File: src/fpu_config.svh
`ifndef FPU_CONFIG_SVH
`define FPU_CONFIG_SVH

// binary32 field widths
`define FPU_EXP_W    8
`define FPU_FRAC_W   23
`define FPU_BIAS     127

// canonical quiet NaN
`define FPU_QNAN     32'h7FC00000

// stages from input to output register
`define FPU_LATENCY  3

`endif

File: src/fpu_pkg.sv
package fpu_pkg;

   // function codes on funct7
   typedef enum logic [6:0] {
      FPU_ADD = 7'b0000000,
      FPU_SUB = 7'b0000100,
      FPU_MUL = 7'b0001000
   } fpu_op_e;

   // operand classes after unpacking, subnormals land in zero
   typedef enum logic [1:0] {
      CLS_ZERO   = 2'd0,
      CLS_NORMAL = 2'd1,
      CLS_INF    = 2'd2,
      CLS_NAN    = 2'd3
   } fpu_class_e;

   // flag port layout, msb first
   typedef struct packed {
      logic nv;   // invalid
      logic dz;   // divide by zero, no divider so always low
      logic of;   // overflow
      logic uf;   // underflow
      logic nx;   // inexact
   } fpu_flags_t;

endpackage

File: src/fpu_if.sv
`timescale 1ns/100ps
`include "fpu_config.svh"

// unpack/align stage to mantissa stage
interface align_if;
   logic                             valid;
   fpu_pkg::fpu_op_e                 op;
   logic                             sign;     // sign of the larger operand or product
   logic                             eff_sub;  // magnitudes subtract
   logic signed [`FPU_EXP_W+1:0]     exp;
   logic [`FPU_FRAC_W+3:0]           man_a;    // larger operand, grs zero
   logic [`FPU_FRAC_W+3:0]           man_b;    // aligned smaller operand with grs
   logic                             special;
   logic [31:0]                      spec_result;
   fpu_pkg::fpu_flags_t              spec_flags;

   modport src (
      output valid, op, sign, eff_sub, exp, man_a, man_b,
             special, spec_result, spec_flags
   );

   modport dst (
      input  valid, op, sign, eff_sub, exp, man_a, man_b,
             special, spec_result, spec_flags
   );
endinterface

// mantissa stage to round/pack stage
interface arith_if;
   logic                             valid;
   logic                             sign;
   logic signed [`FPU_EXP_W+1:0]     exp;
   logic [2*`FPU_FRAC_W+1:0]         man;      // bit 46 weighs 2^exp
   logic                             sticky;
   logic                             special;
   logic [31:0]                      spec_result;
   fpu_pkg::fpu_flags_t              spec_flags;

   modport src (
      output valid, sign, exp, man, sticky,
             special, spec_result, spec_flags
   );

   modport dst (
      input  valid, sign, exp, man, sticky,
             special, spec_result, spec_flags
   );
endinterface

File: src/fpu_unpack_align.sv
`timescale 1ns/100ps
`include "fpu_config.svh"

module fpu_unpack_align (
   input  logic             clk,
   input  logic             nrst,
   input  logic             in_valid,
   input  fpu_pkg::fpu_op_e op,
   input  logic [31:0]      a,
   input  logic [31:0]      b,
   align_if.src             out
);
   localparam int EW = `FPU_EXP_W;
   localparam int FW = `FPU_FRAC_W;

   fpu_pkg::fpu_class_e cls_a, cls_b;
   logic                sign_a, sign_b;   // sign_b flipped for subtract
   logic [FW:0]         man_a, man_b;
   logic [30:0]         mag_a, mag_b;
   logic                is_mul, is_addsub;
   logic                swap;
   logic [EW-1:0]       exp_l, exp_s, diff;
   logic [FW:0]         man_l, man_s;
   logic [4:0]          shamt;
   logic [FW+27:0]      wide;
   logic                sign_inf;
   logic                special;
   logic [31:0]         spec_result;
   fpu_pkg::fpu_flags_t spec_flags;
   logic                sign_res;
   logic signed [EW+1:0] exp_res;
   logic [FW+3:0]       op_a, op_b;

   function automatic fpu_pkg::fpu_class_e classify(input logic [31:0] x);
      if (x[30:FW] == '0)
         return fpu_pkg::CLS_ZERO;   // subnormals read as zero
      else if (x[30:FW] != '1)
         return fpu_pkg::CLS_NORMAL;
      else if (x[FW-1:0] == '0)
         return fpu_pkg::CLS_INF;
      else
         return fpu_pkg::CLS_NAN;
   endfunction

   always_comb begin
      is_mul    = (op == fpu_pkg::FPU_MUL);
      is_addsub = (op == fpu_pkg::FPU_ADD) || (op == fpu_pkg::FPU_SUB);
      cls_a     = classify(a);
      cls_b     = classify(b);
      sign_a    = a[31];
      sign_b    = b[31] ^ (op == fpu_pkg::FPU_SUB);
      man_a     = (cls_a == fpu_pkg::CLS_NORMAL) ? {1'b1, a[FW-1:0]} : '0;
      man_b     = (cls_b == fpu_pkg::CLS_NORMAL) ? {1'b1, b[FW-1:0]} : '0;
      mag_a     = (cls_a == fpu_pkg::CLS_ZERO) ? '0 : a[30:0];
      mag_b     = (cls_b == fpu_pkg::CLS_ZERO) ? '0 : b[30:0];
   end

   // special cases, first match wins
   always_comb begin
      sign_inf    = is_mul ? (sign_a ^ sign_b) :
                    ((cls_a == fpu_pkg::CLS_INF) ? sign_a : sign_b);
      special     = 1'b1;
      spec_result = `FPU_QNAN;
      spec_flags  = '0;
      if (!is_mul && !is_addsub) begin
         spec_flags.nv = 1'b1;   // undefined funct7
      end else if (cls_a == fpu_pkg::CLS_NAN || cls_b == fpu_pkg::CLS_NAN) begin
         // quiet bit low means signaling
         spec_flags.nv = (cls_a == fpu_pkg::CLS_NAN && !a[FW-1]) ||
                         (cls_b == fpu_pkg::CLS_NAN && !b[FW-1]);
      end else if (is_addsub && cls_a == fpu_pkg::CLS_INF &&
                   cls_b == fpu_pkg::CLS_INF && sign_a != sign_b) begin
         spec_flags.nv = 1'b1;   // inf - inf
      end else if (is_mul && ((cls_a == fpu_pkg::CLS_INF && cls_b == fpu_pkg::CLS_ZERO) ||
                              (cls_a == fpu_pkg::CLS_ZERO && cls_b == fpu_pkg::CLS_INF))) begin
         spec_flags.nv = 1'b1;   // 0 * inf
      end else if (cls_a == fpu_pkg::CLS_INF || cls_b == fpu_pkg::CLS_INF) begin
         spec_result = {sign_inf, {EW{1'b1}}, {FW{1'b0}}};
      end else if (is_mul && (cls_a == fpu_pkg::CLS_ZERO || cls_b == fpu_pkg::CLS_ZERO)) begin
         spec_result = {sign_a ^ sign_b, 31'b0};
      end else begin
         special = 1'b0;
      end
   end

   // order by magnitude and align the smaller operand
   always_comb begin
      swap  = (mag_b > mag_a);
      exp_l = swap ? mag_b[30:FW] : mag_a[30:FW];
      exp_s = swap ? mag_a[30:FW] : mag_b[30:FW];
      man_l = swap ? man_b : man_a;
      man_s = swap ? man_a : man_b;
      diff  = exp_l - exp_s;
      shamt = (diff > 8'd27) ? 5'd27 : diff[4:0];   // beyond 27 all goes to sticky
      wide  = {man_s, 27'b0} >> shamt;
      if (is_mul) begin
         sign_res = sign_a ^ sign_b;
         exp_res  = $signed({2'b00, a[30:FW]}) + $signed({2'b00, b[30:FW]})
                    - $signed((EW+2)'(`FPU_BIAS));
         op_a     = {man_a, 3'b000};
         op_b     = {man_b, 3'b000};
      end else begin
         sign_res = swap ? sign_b : sign_a;
         exp_res  = $signed({2'b00, exp_l});
         op_a     = {man_l, 3'b000};
         op_b     = {wide[FW+27:25], |wide[24:0]};   // g, r, then sticky
      end
   end

   always_ff @(posedge clk, negedge nrst) begin
      if (!nrst)
         out.valid <= 1'b0;
      else
         out.valid <= in_valid;
   end

   always_ff @(posedge clk) begin
      out.op          <= op;
      out.sign        <= sign_res;
      out.eff_sub     <= is_addsub && (sign_a != sign_b);
      out.exp         <= exp_res;
      out.man_a       <= op_a;
      out.man_b       <= op_b;
      out.special     <= special;
      out.spec_result <= spec_result;
      out.spec_flags  <= spec_flags;
   end

endmodule

File: src/fpu_mantissa_op.sv
`timescale 1ns/100ps
`include "fpu_config.svh"

module fpu_mantissa_op (
   input  logic clk,
   input  logic nrst,
   align_if.dst in,
   arith_if.src out
);
   localparam int FW = `FPU_FRAC_W;
   localparam int MW = 2 * (FW + 1);   // full product width

   logic          is_mul;
   logic [FW+4:0] sum;      // one carry bit over the aligned width
   logic [MW-1:0] prod;
   logic [MW-1:0] raw;
   logic          sign_nxt;
   logic          sticky_nxt;

   always_comb begin
      is_mul = (in.op == fpu_pkg::FPU_MUL);

      // larger magnitude sits in man_a, so no negative difference
      if (in.eff_sub)
         sum = {1'b0, in.man_a} - {1'b0, in.man_b};
      else
         sum = {1'b0, in.man_a} + {1'b0, in.man_b};

      prod = in.man_a[FW+3:3] * in.man_b[FW+3:3];

      // both paths put the 2^exp weight at bit MW-2
      if (is_mul) begin
         raw        = prod;
         sticky_nxt = 1'b0;   // product is exact
      end else begin
         raw        = {sum, {(MW-FW-5){1'b0}}};
         sticky_nxt = in.man_b[0];
      end

      // exact cancellation gives +0
      if (!is_mul && in.eff_sub && sum == '0)
         sign_nxt = 1'b0;
      else
         sign_nxt = in.sign;
   end

   always_ff @(posedge clk, negedge nrst) begin
      if (!nrst)
         out.valid <= 1'b0;
      else
         out.valid <= in.valid;
   end

   always_ff @(posedge clk) begin
      out.sign        <= sign_nxt;
      out.exp         <= in.exp;
      out.man         <= raw;
      out.sticky      <= sticky_nxt;
      out.special     <= in.special;
      out.spec_result <= in.spec_result;
      out.spec_flags  <= in.spec_flags;
   end

endmodule

File: src/fpu_round_pack.sv
`timescale 1ns/100ps
`include "fpu_config.svh"

module fpu_round_pack (
   input  logic                clk,
   input  logic                nrst,
   arith_if.dst                in,
   output logic                out_valid,
   output logic [31:0]         result,
   output fpu_pkg::fpu_flags_t flags
);
   localparam int EW   = `FPU_EXP_W;
   localparam int FW   = `FPU_FRAC_W;
   localparam int MW   = 2 * (FW + 1);
   localparam int EMAX = (1 << EW) - 2;   // largest biased normal exponent

   logic [5:0]           lz;
   logic [MW-1:0]        norm;
   logic                 guard;
   logic                 sticky;
   logic                 round_up;
   logic [FW+1:0]        man_r;   // rounded mantissa plus carry
   logic [FW-1:0]        frac;
   logic signed [EW+1:0] exp_n;
   logic signed [EW+1:0] exp_r;
   logic [31:0]          res_nxt;
   fpu_pkg::fpu_flags_t  flags_nxt;

   // leading one, lowest index first so the top one wins
   always_comb begin
      lz = '0;
      for (int i = 0; i < MW; i++) begin
         if (in.man[i])
            lz = 6'(MW - 1 - i);
      end
   end

   always_comb begin
      norm     = in.man << lz;
      guard    = norm[MW-FW-2];
      sticky   = |norm[MW-FW-3:0] | in.sticky;
      round_up = guard & (sticky | norm[MW-FW-1]);   // ties to even
      man_r    = {1'b0, norm[MW-1:MW-FW-1]} + (FW+2)'(round_up);
      frac     = man_r[FW+1] ? man_r[FW:1] : man_r[FW-1:0];
      exp_n    = in.exp + $signed((EW+2)'(1)) - $signed({4'b0000, lz});
      exp_r    = exp_n + $signed({{(EW+1){1'b0}}, man_r[FW+1]});

      flags_nxt = '0;
      if (in.special) begin
         res_nxt   = in.spec_result;
         flags_nxt = in.spec_flags;
      end else if (in.man == '0) begin
         res_nxt = {in.sign, 31'b0};   // exact zero
      end else if (exp_r > EMAX) begin
         res_nxt      = {in.sign, {EW{1'b1}}, {FW{1'b0}}};
         flags_nxt.of = 1'b1;
         flags_nxt.nx = 1'b1;
      end else if (exp_r < 1) begin
         res_nxt      = {in.sign, 31'b0};   // flush to zero
         flags_nxt.uf = 1'b1;
         flags_nxt.nx = 1'b1;
      end else begin
         res_nxt      = {in.sign, exp_r[EW-1:0], frac};
         flags_nxt.nx = guard | sticky;
      end
   end

   always_ff @(posedge clk, negedge nrst) begin
      if (!nrst) begin
         out_valid <= 1'b0;
         result    <= '0;
         flags     <= '0;
      end else begin
         out_valid <= in.valid;
         result    <= res_nxt;
         flags     <= flags_nxt;
      end
   end

endmodule

File: src/fpu_top.sv
`timescale 1ns/100ps

module fpu_top (
   input  logic        clk,
   input  logic        nrst,
   input  logic        in_valid,
   input  logic [6:0]  funct7,
   input  logic [31:0] floating_point1,
   input  logic [31:0] floating_point2,
   output logic        out_valid,
   output logic [31:0] floating_point_out,
   output logic [4:0]  flags
);

   align_if u_align_if ();
   arith_if u_arith_if ();

   // stage one, unpack and align
   fpu_unpack_align u_unpack_align (
      .clk      (clk),
      .nrst     (nrst),
      .in_valid (in_valid),
      .op       (fpu_pkg::fpu_op_e'(funct7)),   // unknown codes flagged in stage one
      .a        (floating_point1),
      .b        (floating_point2),
      .out      (u_align_if.src)
   );

   // stage two, add/sub or multiply
   fpu_mantissa_op u_mantissa_op (
      .clk  (clk),
      .nrst (nrst),
      .in   (u_align_if.dst),
      .out  (u_arith_if.src)
   );

   // stage three, normalize, round, pack
   fpu_round_pack u_round_pack (
      .clk       (clk),
      .nrst      (nrst),
      .in        (u_arith_if.dst),
      .out_valid (out_valid),
      .result    (floating_point_out),
      .flags     (flags)
   );

endmodule

File: config.mk
export PLATFORM = sky130hd
export DESIGN_NAME = fpu_top
export DESIGN_NICKNAME = d
export VERILOG_FILES = /design/src/fpu_pkg.sv /design/src/fpu_if.sv /design/src/fpu_unpack_align.sv /design/src/fpu_mantissa_op.sv /design/src/fpu_round_pack.sv /design/src/fpu_top.sv
export VERILOG_INCLUDE_DIRS = /design/src
export SDC_FILE = /design/constraint.sdc
export NUM_CORES = 2
export LEC_CHECK = 0
export BUFFER_PORTS_ARGS = -buffer_cell sky130_fd_sc_hd__buf_2
export CORE_UTILIZATION = 55
export DETAILED_ROUTE_END_ITERATION = 10
export PLACE_DENSITY = 0.72
export SLEW_MARGIN = 20
export SYNTH_ARGS = -nofsm -noshare
export SYNTH_HDL_FRONTEND = slang
export SYNTH_HIERARCHICAL = 1
export SYNTH_SLANG_ARGS = --single-unit
export TNS_END_PERCENT = 1
File: constraint.sdc
create_clock -name clk -period 8.15 [get_ports clk]
set_clock_uncertainty 0.15 [all_clocks]
set_input_delay 2.445 -clock clk [delete_from_list [all_inputs] [get_ports clk]]
set_output_delay 2.445 -clock clk [all_outputs]
set_load 0.01 [all_outputs]
==> metrics.md <==
| Metric | Value |
|---|---|
| Syn Area/Cell | 8.25 um2 |
| Post-Route WL | 126000 um |
| Initial Utilization | 55.9% |
| First-pass GRT wire length | 197000 um |
| Max Buffers Root-to-Sink | 3 |
| Post-synth top area share | 25.8% |
| Fin crit share | 98.6% |
| Die Area | 69600 um2 |
| Final setup TNS | 0 ns |
| Area contributors post-synth | fa_1 26%, dfxtp_1 9.2%, ha_1 8.7%, inv_1 6.1%, nand2_1 5.6% |
| Crit end category | flop |
| Synth-to-Final Area Change | 11.2% |
| Hold Crit Start | u_unpack_align/out.exp[3] |
| Total core area | 67500 um2 |
| Fin. Hold Viols | 0 |
| I/O pin count | 112 |
| Vias in the first global route | 34540 |
| Critical Path Fanout Max | 6 |
| Arrival time worst endpoint | 8.27 ns |
| HPWL Detailed | 103000 um |
| Top cell type by total area after synthesis | fa_1 |
| Total grt overflow | 0 |
| Min Tclk post-route | 8.03 ns |
| Crit start category | input port |
| Slew HR | 18.0% |
| GRT Total Usage | 36.2% |
| Worst setup path startpoint | floating_point2[24] |
| Residual DRC count | 0 |
| # hold bufs at CTS | 0 |
| Final weighted congestion in routability-driven placement | 1.05 |
| Area of the multi-input gates | 29900 um2 |
| Post-synthesis register bit count | 213 |
| Chip height | 264 um |
| R2R cell count | 24 |
| Yosys warnings | 6 |
| Clock transition at the registers of the reported paths | 0.07 ns |
| Reg-to-reg slack, setup | 0.36 ns |
| Power Dens Cells | 135 nW/um2 |
| Site row count | 95 |
| Vias per cell | 6.11 |
| Worst Hold Class | reg -> reg |
| Most frequent cells in the layout | 611 x inv_1, 553 x nand2_1, 486 x fa_1 |
| Worst Tran Pin Value | 1.22 ns |
| Worst EP required | 8.39 ns |
| Lkg Pwr | 20.2 nW |
| WL per Instance | 22.3 um |
| Synth unique cells | 122 |
| Asr flop ratio synth | 18.8% |
| Status | completed |
| Slew Viols, Final | 0 |
| Hold worst-path end | u_mantissa_op/out.exp[3] |
| Hold WS | 0.168 ns |
| Setup-failing EPs final | 0 |
| Root buffer cell | clkbuf_16 |
| Synth Flop Type | dfxtp_1 |
| RR Startpoint | u_unpack_align/out.man_a[11] |
| Drt pass-1 iters | 6 |
| Chip width | 264 um |
| Max-cap viol count | 0 |
| Final #Nets | 5585 |
| RSZ-0062 raised after global routing | yes |
| Max Clk Rate | 0.124 GHz |
| H-Tree Depth | 1 |
| Antenna-violating nets left | 0 |
| Maximum VDD drop | 0.127 mV |
| Initial antenna violation count | 0 |
| Hold Crit Depth | 0 |
| Post-synth EDFFs | 0 |
| Largest net degree at the start of global routing | 63 |
| Final Util | 62.1% |
| Reg-to-Reg End | u_mantissa_op/out.man[42] |
| FF+latch area | 4470 um2 |
| Total clock buffers created by CTS | 22 |
| Seq/Total Area, Yosys | 11.8% |
| Critical path class | in -> reg |
| Mapped Cells | 4569 |
| Commonest non-fill, non-tap cell in the layout | inv_1 |
| DR iter-0 viols | 3520 |
| Via count | 34537 |
| Number of fill cells | 6003 |
| Port Buf Inserts | 111 |
| Share of cells above drive strength 1 | 14.2% |
| Clk sinks | 213 |
| Synth Cell Area | 37700 um2 |
| CTS tree | done |
| Skew-Pair Late Insertion Delay | 0.53 ns |
| Total design power | 5.64 mW |
==> stage by stage <==
step                      setup WS [ns]  area [um2]  instances
final                             0.116       41900       5652
after global routing             -0.105       41900       5651
after CTS                      0.000710       41600       5646
after detailed placement         -0.610       40800       5605
after global placement           -0.513       40800       5605
after floorplan                  -0.521       38100       4597
==> where the power goes <==
part           switching [mW]  total (mW)  leakage, nW  internal, mW
clock network           0.433       0.984        0.349         0.551
logic                    2.00        3.31         18.0          1.31
registers               0.212        1.35         1.88          1.14
==> worst max-delay path: stages <==
cell and delay, ns:
buf_2 0.12, nor4_4 0.33, nand2_2 0.19, buf_8 0.17, and2_1 0.17, ha_4 0.24, a21o_1 0.17, a221o_1 0.35
a221oi_2 0.30, a21oi_2 0.09, or2_4 0.26, mux2i_1 0.13, ha_2 0.20, nand2_2 0.08, a31oi_2 0.09, o21a_1 0.20
or3_1 0.38, a2bb2oi_2 0.18, a211oi_4 0.06, o32a_1 0.25, buf_6 0.16, or4_4 0.43, and2_4 0.19, a22oi_4 0.15
mux2i_1 0.13, or4b_4 0.51, nor4_2 0.16, o22ai_1 0.11
==> how the worst max path moves through the flow <==
stage | to | slack [ns] | depth (start not counted)
after floorplan | u_unpack_align/out.man_b[0] | -0.52 | 33
after global placement | u_unpack_align/out.man_b[0] | -0.51 | 28
after detailed placement | u_unpack_align/out.man_b[0] | -0.61 | 28
after CTS | u_unpack_align/out.man_b[0] | 0.0007 | 28
after global routing | u_unpack_align/out.man_b[0] | -0.11 | 32
final | u_unpack_align/out.man_b[0] | 0.12 | 28
==> timing repair <==
item,in CTS,in global routing
pin swaps,3,26
hold endpoints to repair,0,0
setup endpoints to repair,1,38
setup buffers,1,3
gates resized for setup,4,60
gates cloned,0,2
==> cell families after synthesis <==
kind of cell,count (synthesis),synth area share (%)
other,1,0.00994
AO/OA/AOI/OAI,862,16.1
flip-flops,213,11.8
AND/OR/NAND/NOR,1541,20.6
multiplexers,135,3.85
XOR/XNOR,113,2.62
buffers and inverters,955,10.4
adder cells (fa/ha/maj),749,34.5
==> layer usage <==
layer	global-route usage, %	up-vias	share of wire (%)
met3	7.20	277	9.8
met4	12.3	0	3.8
met2	56.5	1682	44
met1	50.3	16953	42
li1	-	15625	-
met5	0	-	0
==> Yosys cell counts (43+ instances only) <==
library cell  number
a211oi_1          48
a21o_1            55
a21oi_1          174
a22o_1            53
a31oi_1           43
and2_1           322
buf_4             51
clkbuf_1         220
dfxtp_1          173
fa_1             486
ha_1             263
inv_1            611
mux2i_1          111
nand2_1          560
nand3_1           72
nand4_1           48
nor2_1           200
nor3_1            81
nor4_1            47
o211ai_1          63
o21ai_0          137
xnor2_1           79
==> registers in the layout, indices dropped and copies added (netlist names), 3 cells and up <==
register and count:
u_mantissa_op/out.spec_result 32, u_round_pack/flags 5, u_mantissa_op/out.spec_flags 5, u_unpack_align/out.exp 10, u_mantissa_op/out.man 48, u_unpack_align/out.man_b 27, u_mantissa_op/out.exp 10, u_unpack_align/out.spec_result 3
u_round_pack/result 32, u_unpack_align/out.man_a 24, u_unpack_align/out.op 7
==> layout make-up <==
class / count / area share (%)
clock buffer: 30 / 1.50
inverter: 616 / 5.53
timing repair buffer: 480 / 8.24
sequential: 213 / 10.6
tap: 873 / 2.60
antenna: 1 / 0.00597
clock inverter: 10 / 0.212
multi-input combinational: 3429 / 71.3
No activity file was read; power rests on OpenSTA's default activity.
